[src/common/isa_pkg.sv]
package isa_pkg;

    // field positions inside the 32-bit instruction word
    localparam int RD_LSB  = 7;
    localparam int F3_LSB  = 12;
    localparam int RS1_LSB = 15;
    localparam int RS2_LSB = 20;
    localparam int IMM_LSB = 20;  // I-type immediate, 12 bits
    localparam int F7_LSB  = 25;

    // major opcodes
    localparam logic [6:0] OPC_OP     = 7'b0110011;
    localparam logic [6:0] OPC_OP_IMM = 7'b0010011;

    localparam logic [2:0] F3_ADD_SUB = 3'b000;  // also MUL under F7_MULDIV
    localparam logic [2:0] F3_XOR     = 3'b100;
    localparam logic [2:0] F3_OR      = 3'b110;
    localparam logic [2:0] F3_AND     = 3'b111;

    localparam logic [6:0] F7_BASE   = 7'b0000000;
    localparam logic [6:0] F7_SUB    = 7'b0100000;
    localparam logic [6:0] F7_MULDIV = 7'b0000001;

endpackage

[src/common/core_pkg.sv]
package core_pkg;

    localparam int XLEN              = 32;
    localparam int NUM_ARCH_REGS     = 32;
    localparam int DEFAULT_ROB_DEPTH = 8;

    // one product bit per iteration
    localparam int MUL_CYCLES = 32;

    typedef logic [4:0] arch_reg_t;

    typedef enum logic [2:0] {
        OP_ADD,
        OP_SUB,
        OP_AND,
        OP_OR,
        OP_XOR,
        OP_MUL,
        OP_ILLEGAL
    } alu_op_t;

    typedef enum logic [1:0] {
        MUL_IDLE,
        MUL_RUN,
        MUL_DONE  // product waits here for the result bus
    } mul_state_t;

endpackage

[src/common/dispatch_if.sv]
interface dispatch_if #(
    parameter int ROB_DEPTH = core_pkg::DEFAULT_ROB_DEPTH
);
    localparam int TAG_W = $clog2(ROB_DEPTH);

    logic                     valid;
    core_pkg::alu_op_t        op;
    logic [TAG_W-1:0]         tag;   // rob slot of this instruction
    core_pkg::arch_reg_t      rd;

    logic                     src1_ready;
    logic [TAG_W-1:0]         src1_tag;
    logic [core_pkg::XLEN-1:0] src1_value;
    logic                     src2_ready;
    logic [TAG_W-1:0]         src2_tag;
    logic [core_pkg::XLEN-1:0] src2_value;

    modport source (
        output valid, op, tag, rd,
        output src1_ready, src1_tag, src1_value,
        output src2_ready, src2_tag, src2_value
    );

    modport sink (
        input valid, op, tag, rd,
        input src1_ready, src1_tag, src1_value,
        input src2_ready, src2_tag, src2_value
    );

endinterface

[src/common/issue_if.sv]
interface issue_if #(
    parameter int ROB_DEPTH = core_pkg::DEFAULT_ROB_DEPTH
);
    localparam int TAG_W = $clog2(ROB_DEPTH);

    logic                      valid;
    core_pkg::alu_op_t         op;
    logic [TAG_W-1:0]          tag;
    logic [core_pkg::XLEN-1:0] operand_a;
    logic [core_pkg::XLEN-1:0] operand_b;
    logic                      alu_ready;
    logic                      mul_ready;

    modport source (output valid, op, tag, operand_a, operand_b, input alu_ready, mul_ready);
    modport sink (input valid, op, tag, operand_a, operand_b, output alu_ready, mul_ready);

endinterface

[src/rename/decode_rename.sv]
module decode_rename #(
    parameter int ROB_DEPTH = core_pkg::DEFAULT_ROB_DEPTH
) (
    input  logic                      clk,
    input  logic                      rst_n,
    input  logic                      inst_valid,
    input  logic [31:0]               inst,
    dispatch_if.source                dispatch,
    input  logic [$clog2(ROB_DEPTH)-1:0] alloc_tag,
    output logic [$clog2(ROB_DEPTH)-1:0] lookup_tag1,
    output logic [$clog2(ROB_DEPTH)-1:0] lookup_tag2,
    input  logic                      lookup_ready1,
    input  logic                      lookup_ready2,
    input  logic [core_pkg::XLEN-1:0] lookup_value1,
    input  logic [core_pkg::XLEN-1:0] lookup_value2,
    input  logic                      retire_valid,
    input  logic [$clog2(ROB_DEPTH)-1:0] retire_tag,
    input  core_pkg::arch_reg_t       retire_rd,
    input  logic [core_pkg::XLEN-1:0] retire_value
);
    localparam int TAG_W = $clog2(ROB_DEPTH);
    localparam int XLEN  = core_pkg::XLEN;

    logic [6:0]          opcode;
    logic [2:0]          f3;
    logic [6:0]          f7;
    core_pkg::arch_reg_t rs1, rs2, rd;
    logic [XLEN-1:0]     imm;
    core_pkg::alu_op_t   op;
    logic                use_imm;

    // alias table and architectural registers
    logic [core_pkg::NUM_ARCH_REGS-1:0] rat_busy;
    logic [TAG_W-1:0]                   rat_tag [core_pkg::NUM_ARCH_REGS];
    logic [XLEN-1:0]                    arf     [core_pkg::NUM_ARCH_REGS];

    assign opcode = inst[6:0];
    assign f3     = inst[isa_pkg::F3_LSB +: 3];
    assign f7     = inst[isa_pkg::F7_LSB +: 7];
    assign rd     = inst[isa_pkg::RD_LSB +: 5];
    assign rs1    = inst[isa_pkg::RS1_LSB +: 5];
    assign rs2    = inst[isa_pkg::RS2_LSB +: 5];
    assign imm    = {{(XLEN-12){inst[31]}}, inst[isa_pkg::IMM_LSB +: 12]};

    always_comb begin
        op      = core_pkg::OP_ILLEGAL;
        use_imm = 1'b0;
        if (opcode == isa_pkg::OPC_OP) begin
            if (f7 == isa_pkg::F7_MULDIV && f3 == isa_pkg::F3_ADD_SUB) begin
                op = core_pkg::OP_MUL;
            end else if (f7 == isa_pkg::F7_SUB && f3 == isa_pkg::F3_ADD_SUB) begin
                op = core_pkg::OP_SUB;
            end else if (f7 == isa_pkg::F7_BASE) begin
                case (f3)
                    isa_pkg::F3_ADD_SUB: op = core_pkg::OP_ADD;
                    isa_pkg::F3_XOR:     op = core_pkg::OP_XOR;
                    isa_pkg::F3_OR:      op = core_pkg::OP_OR;
                    isa_pkg::F3_AND:     op = core_pkg::OP_AND;
                    default:             op = core_pkg::OP_ILLEGAL;
                endcase
            end
        end else if (opcode == isa_pkg::OPC_OP_IMM && f3 == isa_pkg::F3_ADD_SUB) begin
            op      = core_pkg::OP_ADD;  // addi
            use_imm = 1'b1;
        end
    end

    assign lookup_tag1 = rat_tag[rs1];
    assign lookup_tag2 = rat_tag[rs2];

    // renamed instruction leaves in the same cycle
    assign dispatch.valid      = inst_valid;
    assign dispatch.op         = op;
    assign dispatch.tag        = alloc_tag;
    assign dispatch.rd         = rd;
    assign dispatch.src1_tag   = rat_tag[rs1];
    assign dispatch.src1_ready = rat_busy[rs1] ? lookup_ready1 : 1'b1;
    assign dispatch.src1_value = rat_busy[rs1] ? lookup_value1 : arf[rs1];
    assign dispatch.src2_tag   = rat_tag[rs2];
    assign dispatch.src2_ready = use_imm || !rat_busy[rs2] || lookup_ready2;
    assign dispatch.src2_value = use_imm ? imm : rat_busy[rs2] ? lookup_value2 : arf[rs2];

    always_ff @(posedge clk) begin
        if (!rst_n) begin
            rat_busy <= '0;
            for (int r = 0; r < core_pkg::NUM_ARCH_REGS; r++) begin
                arf[r] <= '0;
            end
        end else begin
            if (retire_valid && retire_rd != '0) begin
                arf[retire_rd] <= retire_value;
                if (rat_tag[retire_rd] == retire_tag) begin
                    rat_busy[retire_rd] <= 1'b0;  // no younger writer renamed it
                end
            end
            // new rename wins over a same-edge clear
            if (inst_valid && rd != '0) begin
                rat_busy[rd] <= 1'b1;
                rat_tag[rd]  <= alloc_tag;
            end
        end
    end

endmodule

[src/issue/reservation_station.sv]
module reservation_station #(
    parameter int ROB_DEPTH = core_pkg::DEFAULT_ROB_DEPTH
) (
    input  logic                      clk,
    input  logic                      rst_n,
    dispatch_if.sink                  dispatch,
    issue_if.source                   issue,
    input  logic                      result_valid,
    input  logic [$clog2(ROB_DEPTH)-1:0] result_tag,
    input  logic [core_pkg::XLEN-1:0] result_value
);
    localparam int TAG_W = $clog2(ROB_DEPTH);
    localparam int XLEN  = core_pkg::XLEN;

    logic [ROB_DEPTH-1:0] ent_valid;
    core_pkg::alu_op_t    ent_op  [ROB_DEPTH];
    logic [TAG_W-1:0]     ent_tag [ROB_DEPTH];
    logic [TAG_W-1:0]     age     [ROB_DEPTH];  // dispatches seen since entry arrived
    logic [ROB_DEPTH-1:0] s1_rdy, s2_rdy;
    logic [TAG_W-1:0]     s1_tag  [ROB_DEPTH];
    logic [TAG_W-1:0]     s2_tag  [ROB_DEPTH];
    logic [XLEN-1:0]      s1_val  [ROB_DEPTH];
    logic [XLEN-1:0]      s2_val  [ROB_DEPTH];

    logic [ROB_DEPTH-1:0] can_issue;
    logic                 sel_found;
    logic [TAG_W-1:0]     sel_idx, free_idx;

    always_comb begin
        for (int i = 0; i < ROB_DEPTH; i++) begin
            can_issue[i] = ent_valid[i] && s1_rdy[i] && s2_rdy[i] &&
                           (ent_op[i] == core_pkg::OP_MUL ? issue.mul_ready : issue.alu_ready);
        end
    end

    // oldest ready entry wins
    always_comb begin
        sel_found = 1'b0;
        sel_idx   = '0;
        for (int i = 0; i < ROB_DEPTH; i++) begin
            if (can_issue[i] && (!sel_found || age[i] > age[sel_idx])) begin
                sel_found = 1'b1;
                sel_idx   = TAG_W'(i);
            end
        end
    end

    always_comb begin
        free_idx = '0;
        for (int i = ROB_DEPTH - 1; i >= 0; i--) begin
            if (!ent_valid[i]) free_idx = TAG_W'(i);
        end
    end

    assign issue.valid     = sel_found;
    assign issue.op        = ent_op[sel_idx];
    assign issue.tag       = ent_tag[sel_idx];
    assign issue.operand_a = s1_val[sel_idx];
    assign issue.operand_b = s2_val[sel_idx];

    always_ff @(posedge clk) begin
        if (!rst_n) begin
            ent_valid <= '0;
        end else begin
            if (sel_found) ent_valid[sel_idx] <= 1'b0;
            if (dispatch.valid) ent_valid[free_idx] <= 1'b1;
        end
    end

    always_ff @(posedge clk) begin
        for (int i = 0; i < ROB_DEPTH; i++) begin
            if (result_valid && !s1_rdy[i] && s1_tag[i] == result_tag) begin
                s1_rdy[i] <= 1'b1;
                s1_val[i] <= result_value;
            end
            if (result_valid && !s2_rdy[i] && s2_tag[i] == result_tag) begin
                s2_rdy[i] <= 1'b1;
                s2_val[i] <= result_value;
            end
            if (dispatch.valid && ent_valid[i]) age[i] <= age[i] + 1'b1;
        end
        if (dispatch.valid) begin
            ent_op[free_idx]  <= dispatch.op;
            ent_tag[free_idx] <= dispatch.tag;
            age[free_idx]     <= '0;
            s1_rdy[free_idx]  <= dispatch.src1_ready;
            s1_tag[free_idx]  <= dispatch.src1_tag;
            s1_val[free_idx]  <= dispatch.src1_value;
            s2_rdy[free_idx]  <= dispatch.src2_ready;
            s2_tag[free_idx]  <= dispatch.src2_tag;
            s2_val[free_idx]  <= dispatch.src2_value;
        end
    end

endmodule

[src/execute/int_execute.sv]
module int_execute #(
    parameter int ROB_DEPTH = core_pkg::DEFAULT_ROB_DEPTH
) (
    input  logic                      clk,
    input  logic                      rst_n,
    issue_if.sink                     issue,
    output logic                      result_valid,
    output logic [$clog2(ROB_DEPTH)-1:0] result_tag,
    output logic [core_pkg::XLEN-1:0] result_value
);
    localparam int TAG_W = $clog2(ROB_DEPTH);
    localparam int XLEN  = core_pkg::XLEN;
    localparam int CNT_W = $clog2(core_pkg::MUL_CYCLES);

    logic                 alu_fire, mul_fire;
    logic [XLEN-1:0]      alu_result;

    core_pkg::mul_state_t mul_state;
    logic [CNT_W-1:0]     mul_cnt;
    logic [TAG_W-1:0]     mul_tag;
    logic [XLEN-1:0]      mul_acc, mul_mcand, mul_mplier, mul_step;

    assign alu_fire = issue.valid && issue.op != core_pkg::OP_MUL;
    assign mul_fire = issue.valid && issue.op == core_pkg::OP_MUL;

    assign mul_step = mul_acc + (mul_mplier[0] ? mul_mcand : '0);

    // product owns the bus on the edge leaving MUL_DONE
    assign issue.alu_ready = (mul_state != core_pkg::MUL_DONE);
    assign issue.mul_ready = (mul_state == core_pkg::MUL_IDLE);

    always_comb begin
        case (issue.op)
            core_pkg::OP_ADD: alu_result = issue.operand_a + issue.operand_b;
            core_pkg::OP_SUB: alu_result = issue.operand_a - issue.operand_b;
            core_pkg::OP_AND: alu_result = issue.operand_a & issue.operand_b;
            core_pkg::OP_OR:  alu_result = issue.operand_a | issue.operand_b;
            core_pkg::OP_XOR: alu_result = issue.operand_a ^ issue.operand_b;
            default:          alu_result = '0;
        endcase
    end

    always_ff @(posedge clk) begin
        if (!rst_n) begin
            mul_state <= core_pkg::MUL_IDLE;
        end else begin
            case (mul_state)
                core_pkg::MUL_IDLE: if (mul_fire) mul_state <= core_pkg::MUL_RUN;
                core_pkg::MUL_RUN: begin
                    if (mul_cnt == CNT_W'(core_pkg::MUL_CYCLES - 1)) begin
                        mul_state <= core_pkg::MUL_DONE;
                    end
                end
                default: mul_state <= core_pkg::MUL_IDLE;
            endcase
        end
    end

    always_ff @(posedge clk) begin
        if (mul_state == core_pkg::MUL_IDLE && mul_fire) begin
            // first partial product taken on the issue edge
            mul_tag    <= issue.tag;
            mul_acc    <= issue.operand_b[0] ? issue.operand_a : '0;
            mul_mcand  <= issue.operand_a << 1;
            mul_mplier <= issue.operand_b >> 1;
            mul_cnt    <= CNT_W'(1);
        end else if (mul_state == core_pkg::MUL_RUN) begin
            mul_acc    <= mul_step;
            mul_mcand  <= mul_mcand << 1;
            mul_mplier <= mul_mplier >> 1;
            mul_cnt    <= mul_cnt + 1'b1;
        end
    end

    always_ff @(posedge clk) begin
        if (!rst_n) begin
            result_valid <= 1'b0;
        end else if (mul_state == core_pkg::MUL_DONE) begin
            result_valid <= 1'b1;
            result_tag   <= mul_tag;
            result_value <= mul_acc;
        end else begin
            result_valid <= alu_fire;
            result_tag   <= issue.tag;
            result_value <= alu_result;
        end
    end

endmodule

[src/retire/reorder_buffer.sv]
module reorder_buffer #(
    parameter int ROB_DEPTH = core_pkg::DEFAULT_ROB_DEPTH
) (
    input  logic                      clk,
    input  logic                      rst_n,
    dispatch_if.sink                  dispatch,
    output logic [$clog2(ROB_DEPTH)-1:0] alloc_tag,
    input  logic [$clog2(ROB_DEPTH)-1:0] lookup_tag1,
    input  logic [$clog2(ROB_DEPTH)-1:0] lookup_tag2,
    output logic                      lookup_ready1,
    output logic                      lookup_ready2,
    output logic [core_pkg::XLEN-1:0] lookup_value1,
    output logic [core_pkg::XLEN-1:0] lookup_value2,
    input  logic                      result_valid,
    input  logic [$clog2(ROB_DEPTH)-1:0] result_tag,
    input  logic [core_pkg::XLEN-1:0] result_value,
    output logic                      retire_valid,
    output logic [$clog2(ROB_DEPTH)-1:0] retire_tag,
    output core_pkg::arch_reg_t       retire_rd,
    output logic [core_pkg::XLEN-1:0] retire_value,
    output logic                      credit_return
);
    localparam int TAG_W = $clog2(ROB_DEPTH);

    logic [TAG_W-1:0]          head, tail;
    logic [TAG_W:0]            count;
    logic [ROB_DEPTH-1:0]      done;
    core_pkg::arch_reg_t       ent_rd    [ROB_DEPTH];
    logic [core_pkg::XLEN-1:0] ent_value [ROB_DEPTH];
    logic                      fwd1, fwd2;

    assign alloc_tag = tail;

    // bus result is visible to rename in the cycle it is broadcast
    assign fwd1          = result_valid && result_tag == lookup_tag1;
    assign fwd2          = result_valid && result_tag == lookup_tag2;
    assign lookup_ready1 = done[lookup_tag1] || fwd1;
    assign lookup_ready2 = done[lookup_tag2] || fwd2;
    assign lookup_value1 = fwd1 ? result_value : ent_value[lookup_tag1];
    assign lookup_value2 = fwd2 ? result_value : ent_value[lookup_tag2];

    assign retire_valid  = (count != '0) && done[head];
    assign retire_tag    = head;
    assign retire_rd     = ent_rd[head];
    assign retire_value  = ent_value[head];
    assign credit_return = retire_valid;  // one credit per retirement

    always_ff @(posedge clk) begin
        if (!rst_n) begin
            head  <= '0;
            tail  <= '0;
            count <= '0;
            done  <= '0;
        end else begin
            if (result_valid) done[result_tag] <= 1'b1;
            if (dispatch.valid) begin
                done[tail] <= 1'b0;
                tail       <= tail + 1'b1;  // wraps, depth is a power of two
            end
            if (retire_valid) head <= head + 1'b1;
            count <= count + (TAG_W+1)'(dispatch.valid) - (TAG_W+1)'(retire_valid);
        end
    end

    always_ff @(posedge clk) begin
        if (dispatch.valid) ent_rd[tail] <= dispatch.rd;
        if (result_valid) ent_value[result_tag] <= result_value;
    end

endmodule

[src/source/ooo_core_top.sv]
module ooo_core_top #(
    parameter int ROB_DEPTH = core_pkg::DEFAULT_ROB_DEPTH
) (
    input  logic                      clk,
    input  logic                      rst_n,
    input  logic                      inst_valid,
    input  logic [31:0]               inst,
    output logic                      credit_return,
    output logic                      retire_valid,
    output core_pkg::arch_reg_t       retire_rd,
    output logic [core_pkg::XLEN-1:0] retire_value
);
    localparam int TAG_W = $clog2(ROB_DEPTH);

    logic [TAG_W-1:0]          alloc_tag, lookup_tag1, lookup_tag2, retire_tag;
    logic                      lookup_ready1, lookup_ready2;
    logic [core_pkg::XLEN-1:0] lookup_value1, lookup_value2;
    logic                      result_valid;
    logic [TAG_W-1:0]          result_tag;
    logic [core_pkg::XLEN-1:0] result_value;

    dispatch_if #(.ROB_DEPTH(ROB_DEPTH)) dispatch_bus ();
    issue_if #(.ROB_DEPTH(ROB_DEPTH)) issue_bus ();

    decode_rename #(.ROB_DEPTH(ROB_DEPTH)) decode_rename_i (
        .clk(clk), .rst_n(rst_n),
        .inst_valid(inst_valid), .inst(inst),
        .dispatch(dispatch_bus.source),
        .alloc_tag(alloc_tag),
        .lookup_tag1(lookup_tag1), .lookup_tag2(lookup_tag2),
        .lookup_ready1(lookup_ready1), .lookup_ready2(lookup_ready2),
        .lookup_value1(lookup_value1), .lookup_value2(lookup_value2),
        .retire_valid(retire_valid), .retire_tag(retire_tag),
        .retire_rd(retire_rd), .retire_value(retire_value)
    );

    reservation_station #(.ROB_DEPTH(ROB_DEPTH)) reservation_station_i (
        .clk(clk), .rst_n(rst_n),
        .dispatch(dispatch_bus.sink),
        .issue(issue_bus.source),
        .result_valid(result_valid), .result_tag(result_tag), .result_value(result_value)
    );

    int_execute #(.ROB_DEPTH(ROB_DEPTH)) int_execute_i (
        .clk(clk), .rst_n(rst_n),
        .issue(issue_bus.sink),
        .result_valid(result_valid), .result_tag(result_tag), .result_value(result_value)
    );

    reorder_buffer #(.ROB_DEPTH(ROB_DEPTH)) reorder_buffer_i (
        .clk(clk), .rst_n(rst_n),
        .dispatch(dispatch_bus.sink),
        .alloc_tag(alloc_tag),
        .lookup_tag1(lookup_tag1), .lookup_tag2(lookup_tag2),
        .lookup_ready1(lookup_ready1), .lookup_ready2(lookup_ready2),
        .lookup_value1(lookup_value1), .lookup_value2(lookup_value2),
        .result_valid(result_valid), .result_tag(result_tag), .result_value(result_value),
        .retire_valid(retire_valid), .retire_tag(retire_tag),
        .retire_rd(retire_rd), .retire_value(retire_value),
        .credit_return(credit_return)
    );

endmodule

[config.mk]
export PLATFORM = sky130hd
export DESIGN_NAME = ooo_core_top
export DESIGN_NICKNAME = d
export VERILOG_FILES = /design/src/common/isa_pkg.sv /design/src/common/core_pkg.sv /design/src/common/dispatch_if.sv /design/src/common/issue_if.sv /design/src/rename/decode_rename.sv /design/src/issue/reservation_station.sv /design/src/execute/int_execute.sv /design/src/retire/reorder_buffer.sv /design/src/source/ooo_core_top.sv
export SDC_FILE = /design/constraint.sdc
export NUM_CORES = 2
export LEC_CHECK = 0
export BUFFER_PORTS_ARGS = -buffer_cell sky130_fd_sc_hd__buf_2
export CAP_MARGIN = 20
export CORE_MARGIN = 1.5
export CORE_UTILIZATION = 53
export CTS_BUF_LIST = sky130_fd_sc_hd__clkbuf_4 sky130_fd_sc_hd__clkbuf_8
export DETAILED_ROUTE_END_ITERATION = 10
export GPL_TIMING_DRIVEN = 0
export MAX_ROUTING_LAYER = met4
export PLACE_DENSITY = 0.71
export SYNTH_ARGS = -nofsm -noshare
export SYNTH_HDL_FRONTEND = slang
export SYNTH_HIERARCHICAL = 1
export SYNTH_SLANG_ARGS = --single-unit
[constraint.sdc]
create_clock -name clk -period 31.3 [get_ports clk]
set_clock_uncertainty 0.1 [all_clocks]
set_input_delay 6.26 -clock clk [delete_from_list [all_inputs] [get_ports clk]]
set_output_delay 6.26 -clock clk [all_outputs]
set_load 0.02 [all_outputs]
# Word level (Yosys, flattened, before mapping)
# Memories as Yosys holds them, arrays and structs flattened. A register that Yosys moved wholly into a read port is not among the register bits.
# Cells that the tools add are included.
# classes
n_lt_le_gt_ge,24
mux,178
n_reduce_logical,133
n_addsub,16
eq_ne,46
bitwise_logic,12
# ops
operator,n
$mux W32,17
$pmux W32 S5,1
$mux W1,108
$logic_and A1 B1 Y1,88
$mux W3,22
$add A32 B32 Y32,2
$and A32 B32 Y32,2
$mux W8,8
$or A32 B32 Y32,2
$mux W31,2
$eq A3 B3 Y1,19
$eq A3 B3 Y1 const B,13
$not A32 Y32,1
$reduce_or A32 Y1,1
$sub A32 B32 Y32,1
$xor A32 B32 Y32,1
$add A3 B1 Y3 const B,10
$lt A3 B4 Y1 const B,7
$logic_not A1 Y1,24
$lt A5 B6 Y1 const B,4
$gt A3 B3 Y1,7
$and A8 B8 Y8,2
$bwmux W8,2
$not A8 Y8,2
other kinds (33),63
# word_totals
mem_count,11
elab_cells,437
ram_bits,2048
regBits,214
# mem_list
memory,depth,width,rd,rd_clocked_by_memory_dff,write_ports,line,source
decode_rename_i.arf,32,32,2,0,32,decode_rename.sv:35,logic [XLEN-1:0] arf [core_pkg::NUM_ARCH_REGS];
reorder_buffer_i.ent_value,8,32,3,1,1,reorder_buffer.sv:29,logic [core_pkg::XLEN-1:0] ent_value [ROB_DEPTH];
reservation_station_i.s1_val,8,32,1,0,9,reservation_station.sv:22,logic [XLEN-1:0] s1_val [ROB_DEPTH];
reservation_station_i.s2_val,8,32,1,0,9,reservation_station.sv:23,logic [XLEN-1:0] s2_val [ROB_DEPTH];
decode_rename_i.rat_tag,32,3,3,0,1,decode_rename.sv:34,logic [TAG_W-1:0] rat_tag [core_pkg::NUM_ARCH_REGS];
reorder_buffer_i.ent_rd,8,5,1,1,1,reorder_buffer.sv:28,core_pkg::arch_reg_t ent_rd [ROB_DEPTH];
5 more memories,n/a,n/a,n/a,n/a,n/a,n/a,

# Logic depth before layout (Yosys ltp)
# An unclocked memory read counts as a cell.
# depth
depth_word,49
depth_mapped,85
ltp_nobuf,80

# Cells and area by module
# The synthesis kept the hierarchy.
# by_module_without_submodules
module,area_each_um2,n_inst,cells_each
decode_rename,62337.3,1,3949
reservation_station,31204.9,1,2604
reorder_buffer,16746.1,1,933
int_execute,11419.7,1,1285

# Worst setup path before layout
# OpenSTA, ideal clock, no wires.
# synth_path
path_kind,reg2reg
start,register int_execute_i.mul_state[1]
end,register int_execute_i.mul_acc[10] (enable)
stages_incl_launch_ff,64
t_required_ns,30.313
slack_ns,16.252
period_less_slack_ns,15.048
arrival_time_ns,14.061
setup_ns,0.887
path_cell_list,dfxtp_1 -> nor2b_1 -> clkbuf_1 -> clkinv_1 -> buf_2 -> mux2i_1 -> o311ai_1 -> mux2i_1 -> ha_1 -> nor2b_1 -> o21ai_0 -> a32oi_1 -> o21ai_0 -> o21ai_0 -> ha_1 -> nor2b_1 -> o21ai_0 -> a32oi_1 -> (+28 left out) -> clkbuf_1 -> nor2_1 -> o32ai_1 -> ha_1 -> a21o_1 -> a21oi_1 -> a31oi_1 -> o21ai_1 -> nand3_1 -> clkbuf_1 -> o22a_1 -> o221ai_2 -> clkbuf_1 -> and3b_1 -> nand3_1 -> clkbuf_1 -> clkbuf_1 -> nand2_1
# synth_via
elab_chain_len,43
elab_cells_between_ends,67
classes_between,order compare (6); eq/ne (3); mux (23); reduce/logical (33); memory (2)
# synth_lines
item,line,source
from (decl),int_execute.sv:18,core_pkg::mul_state_t mul_state;
from (signal assigned),int_execute.sv:45,mul_state <= core_pkg::MUL_IDLE;
from (signal assigned),int_execute.sv:48,core_pkg::MUL_IDLE: if (mul_fire) mul_state <= core_pkg::MUL_RUN;
from (signal assigned),int_execute.sv:51,mul_state <= core_pkg::MUL_DONE;
$ne A2 B2 Y1 (*),int_execute.sv:29,assign issue.alu_ready = (mul_state != core_pkg::MUL_DONE);
net issue_bus.alu_ready,issue_if.sv:11,logic alu_ready;
$mux W1,reservation_station.sv:32,(ent_op[i] == core_pkg::OP_MUL ? issue.mul_ready : issue.alu_ready);
$logic_and A1 B1 Y1,reservation_station.sv:31,can_issue[i] = ent_valid[i] && s1_rdy[i] && s2_rdy[i] &&
$mux W1,reservation_station.sv:41,if (can_issue[i] && (!sel_found || age[i] > age[sel_idx])) begin
$logic_not A1 Y1,reservation_station.sv:41,
$logic_or A1 B1 Y1,reservation_station.sv:41,
$logic_and A1 B1 Y1,reservation_station.sv:41,
(+29 left out),n/a,
$logic_and A1 B1 Y1,reservation_station.sv:41,
$mux W3 (*),reservation_station.sv:41,
$mem_v2 Z8 W3 (*),n/a,
net issue_bus.op[1],issue_if.sv:7,core_pkg::alu_op_t op;
$eq A3 B3 Y1 (*),int_execute.sv:24,assign mul_fire = issue.valid && issue.op == core_pkg::OP_MUL;
$logic_and A1 B1 Y1 (*),int_execute.sv:24,
$logic_and A1 B1 Y1 (*),int_execute.sv:60,if (mul_state == core_pkg::MUL_IDLE && mul_fire) begin
$reduce_bool A2 Y1 (no line) (*),n/a,
to (signal assigned),int_execute.sv:63,mul_acc <= issue.operand_b[0] ? issue.operand_a : '0;
to (signal assigned),int_execute.sv:68,mul_acc <= mul_step;
to (decl),int_execute.sv:21,"logic [XLEN-1:0] mul_acc, mul_mcand, mul_mplier, mul_step;"
# Mark *: on every way through the listed nets, which the timed path passes. The rest lies on a longest branch.
# A chain may end at the register's enable or synchronous reset.

# Final worst setup path
# layout_path
start,register int_execute_i.mul_state[1]
end,"register int_execute_i/result_value[28] (netlist bit), data pin"
# layout_via
elab_chain_len,42
elab_cells_between_ends,76
classes_between,add/sub (2); order compare (6); eq/ne (6); mux (24); bitwise (3); reduce/logical (31); memory (4)
# layout_lines
item,line,source
$ne A2 B2 Y1 (*),int_execute.sv:29,
net issue_bus.alu_ready,issue_if.sv:11,
$mux W1,reservation_station.sv:32,
$logic_and A1 B1 Y1,reservation_station.sv:31,
$mux W1,reservation_station.sv:41,
$logic_not A1 Y1,reservation_station.sv:41,
$logic_or A1 B1 Y1,reservation_station.sv:41,
$logic_and A1 B1 Y1,reservation_station.sv:41,
(+28 left out),n/a,
$logic_or A1 B1 Y1,reservation_station.sv:41,
$logic_and A1 B1 Y1,reservation_station.sv:41,
$mux W3 (*),reservation_station.sv:41,
$mem_v2 Z8 W3 (*),n/a,
net issue_bus.op[2],issue_if.sv:7,
$eq A3 B3 Y1 (tied with other cells),int_execute.sv:33,case (issue.op)
$pmux W32 S5 (*),int_execute.sv:33,
$mux W32 (*),int_execute.sv:78,end else if (mul_state == core_pkg::MUL_DONE) begin
to (signal assigned),int_execute.sv:81,result_value <= mul_acc;
to (signal assigned),int_execute.sv:85,result_value <= alu_result;
to (decl),int_execute.sv:9,output logic [core_pkg::XLEN-1:0] result_value
# Marked as above.

==> impl_metrics.py <==
metrics = {
    "floorplan": {
        "chipHeight_um": 482,
        "rows": 175,
        "core_area_mm2": 0.228,
        "fp.dieArea_mm2": 0.233,
        "num_io_pins": 74,
        "die-width_um": 482,
        "floorplan.initialDensity_pct": 53.4,
    },
    "layout": {
        "drive_above_1_share_pct": 22.3,
        "final_util_pct": 60.0,
        "area_growth_pct": 12.4,
        "layout_common_cells": "edfxtp_1, and2_1, mux4_2",
        "fillers": 17473,
        "multiInputGateArea_mm2": 0.0512,
        "layout.nets": 9617,
        "layout_commonest_cell": "edfxtp_1",
        "ff_latch_area_mm2": 0.0669,
    },
    "hold_path": {
        "whs_path_depth": 2,
        "min_path_type": "reg2reg",
        "hp-start": "int_execute_i/mul_cnt[4]",
        "hold_end": "int_execute_i/mul_cnt[4]",
    },
    "critical_path": {
        "path_max_fanout": 10,
        "crit_arrival_ns": 23.79,
        "startpoint_type": "flop",
        "r2r_cells": 74,
        "max_stage_delay_ns": 1.03,
        "critPathKind": "reg2reg",
        "critPathTopFamily": "compound AO/OA/AOI/OAI gates",
        "rr_startpoint": "int_execute_i/mul_state[1]",
        "r2r_setup_slack_ns": 8.24,
        "crit_buf_inv": 11,
        "slowest_stage": "clkinv_1",
        "critPathCaptureType": "flop",
        "r2r_end": "int_execute_i/result_value[28]",
        "worst-endpoint-required_ns": 32.03,
    },
    "timing": {
        "min_period_ns": 23.06,
        "timing.hold.ws_ns": 0.372,
        "grt_setup_unrepaired": "no",
        "tns_ns": 0,
        "slew_headroom_pct": 11.2,
        "fin_crit_sh_pct": 73.7,
        "slew_violations": 0,
        "final-hold-violation-count": 0,
        "tightest_slew_ns": 1.32,
        "timing.fmax_mhz": 43.4,
        "setup_viol": 0,
    },
    "outcome": {
        "outcome": "finished clean",
    },
    "logic_synthesis": {
        "ys_warn_count": 6,
        "synth_ff_type": "edfxtp_1",
        "syn-instance-count": 8771,
        "yosysSeqAreaShare_pct": 55.0,
        "yosys.cell_types.count": 108,
        "ys_seq_elements": 2265,
        "syn_area_mm2": 0.122,
        "synth_edf_count": 2156,
        "syn_avg_cell_area_um2": 13.9,
        "postSynth.asyncResetShare_pct": 0,
    },
    "route": {
        "dr.pass1.iters": 9,
        "via_count": 89557,
        "wl_per_cell_um": 36.3,
        "viasPerCell": 7.02,
        "remaining_drc_errors": 0,
        "drtIter0Drc": 15998,
        "ant_nets": 0,
        "totalWireLength_um": 463000,
    },
    "power_and_ir_drop": {
        "leakage_uw": 0.0496,
        "power_density_mw_per_mm2": 54.7,
        "peakVddDrop_v": 0.0000511,
    },
    "global_route": {
        "gr-total-overflow": 0,
        "antenna_found_initial": 40,
        "grt_pass1_wl_um": 638000,
        "grt_max_degree": 73,
        "grt_pass1_vias": 85903,
        "track_usage_pct": 40.7,
    },
    "clock_tree": {
        "clock-sinks": 2265,
        "post-cts-setup-buffers": 0,
        "cts_tree": "done",
        "cts-resized-gates": 0,
        "cts.clk_slew.worst_paths_ns": 0.06,
        "cts_root_buf": "clkbuf_8",
        "cts_buffer_depth": 4,
        "h-tree-depth": 5,
        "cts_hold_buf": 0,
        "clk_latency_ns": 1.16,
        "cts-buffers-inserted": 392,
    },
    "placed_design": {
        "hpwl_um": 343000,
        "port_buffers": 64,
        "place.gp.congestion": 1.03,
    },
    "job": {
        "cap_viol_max_count": 0,
    },
}
logic make-up (layout without fill, tap and decap cells):
group	after synthesis	in the layout	share of synthesized area [%]
AO/OA/AOI/OAI	1539	1539	7.93
XOR/XNOR	158	158	1.14
adder cells (fa/ha/maj)	167	167	1.73
buffers and inverters	983	1872	3.55
flip-flops	2265	2265	55.0
multiplexers	1387	1387	20.8
other	1	95	0.00308
AND/OR/NAND/NOR	2271	2271	9.82
flip-flops by register name, summed over array words and instances, names as in the netlist, 4 cells and up, named ones only:
name,flops
reservation_station_i/s1_val,256
int_execute_i/mul_acc,32
reservation_station_i/ent_op,24
reservation_station_i/ent_tag,24
int_execute_i/result_value,32
reorder_buffer_i/done,8
reorder_buffer_i/ent_rd,40
int_execute_i/mul_cnt,5
decode_rename_i/rat_busy,32
reservation_station_i/s2_tag,24
decode_rename_i/arf,1024
reorder_buffer_i/count,4
reservation_station_i/s1_tag,24
decode_rename_i/rat_tag,96
reservation_station_i/age,24
reservation_station_i/s2_val,256
int_execute_i/mul_mplier,31
reservation_station_i/s2_rdy,8
reorder_buffer_i/ent_value,256
reservation_station_i/ent_valid,8
reservation_station_i/s1_rdy,8
int_execute_i/mul_mcand,31
Yosys cell counts, drive strengths merged, types with 8 or more instances:
cell | count | area (um^2)
nor2b | 31 | 201
buf | 263 | 1610
nand2 | 548 | 2060
inv | 187 | 702
o21ai | 738 | 3710
mux2i | 421 | 4210
o221a | 8 | 90.1
nor3 | 58 | 290
o21a | 17 | 128
o221ai | 80 | 1140
dfxtp | 109 | 2180
a222oi | 14 | 140
or3 | 15 | 100
o211ai | 37 | 278
and3 | 76 | 475
a21o | 32 | 243
xor2 | 72 | 631
ha | 163 | 2040
nor2 | 358 | 1340
mux4 | 911 | 20500
mux2 | 55 | 627
xnor2 | 86 | 753
nand4 | 20 | 125
a21oi | 349 | 1770
a22oi | 30 | 244
a21boi | 13 | 101
o22ai | 34 | 213
nor4 | 14 | 93.8
and2 | 971 | 6070
nand3b | 23 | 173
o31ai | 23 | 173
a31oi | 14 | 103
edfxtp | 2156 | 64700
nand3 | 83 | 420
nand2b | 30 | 188
o22a | 86 | 753
clkbuf | 531 | 2000
routing by layer:
metal  share of wire [%]  vias up  global-route usage [%]
li1                    -    35194                       -
met5                   0        -                       -
met1                  34    44697                    49.1
met2                  45     7970                    60.1
met4                 7.2        0                    23.7
met3                  14     1696                    13.1
through the flow:
| stage | setup slack, ns | power, uW | instances | area (um^2) |
|---|---|---|---|---|
| after detailed placement | 9.28 | 4760 | 12025 | 129000 |
| after global routing | 7.47 | 7660 | 12737 | 137000 |
| after floorplan | 16.25 | 4270 | 8805 | 122000 |
| after CTS | 9.14 | 7440 | 12697 | 137000 |
| final | 8.24 | 7480 | 12763 | 137000 |
| after global placement | 8.75 | 4720 | 11878 | 126000 |
tightest hold or removal path, delay by kind of cell, from the launching register on:
family           cells  cell delay, ns
AND/OR/NAND/NOR      1            0.05
AO/OA/AOI/OAI        1            0.06
flip-flops           1            0.31
worst max path at each step:
stage | slack (ns) | depth (start not counted) | from | endpoint
6_report | 8.24 | 74 | int_execute_i/mul_state[1] | int_execute_i/result_value[28]
3_5_place_dp | 9.28 | 74 | int_execute_i/mul_state[1] | int_execute_i/result_value[28]
2_1_floorplan | 16.25 | 63 | int_execute_i/mul_state[1] | int_execute_i/mul_acc[10]
4_1_cts | 9.14 | 74 | int_execute_i/mul_state[1] | int_execute_i/result_value[28]
5_1_grt | 7.47 | 76 | int_execute_i/mul_state[1] | int_execute_i/result_value[31]
3_3_place_gp | 8.75 | 63 | int_execute_i/mul_state[1] | int_execute_i/mul_mcand[11]
area by class of cell:
cell class              count  area share (%)
plain buffers             794            2.65
repair buffers            217            2.11
inverters                 189           0.518
clock inverters           157           0.871
well taps                3009            2.75
clock buffers             515            4.66
flip-flops and latches   2265            48.9
multi-input cells        5557            37.4
diodes                     60           0.110
power by group:
group	switching, uW	leakage [uW]	internal (uW)
Clock	1240	0.00400	1480
Combinational	828	0.0237	451
Sequential	61.3	0.0219	3420
Total	2130	0.0496	5350
Power figures use the tool's default switching activity.
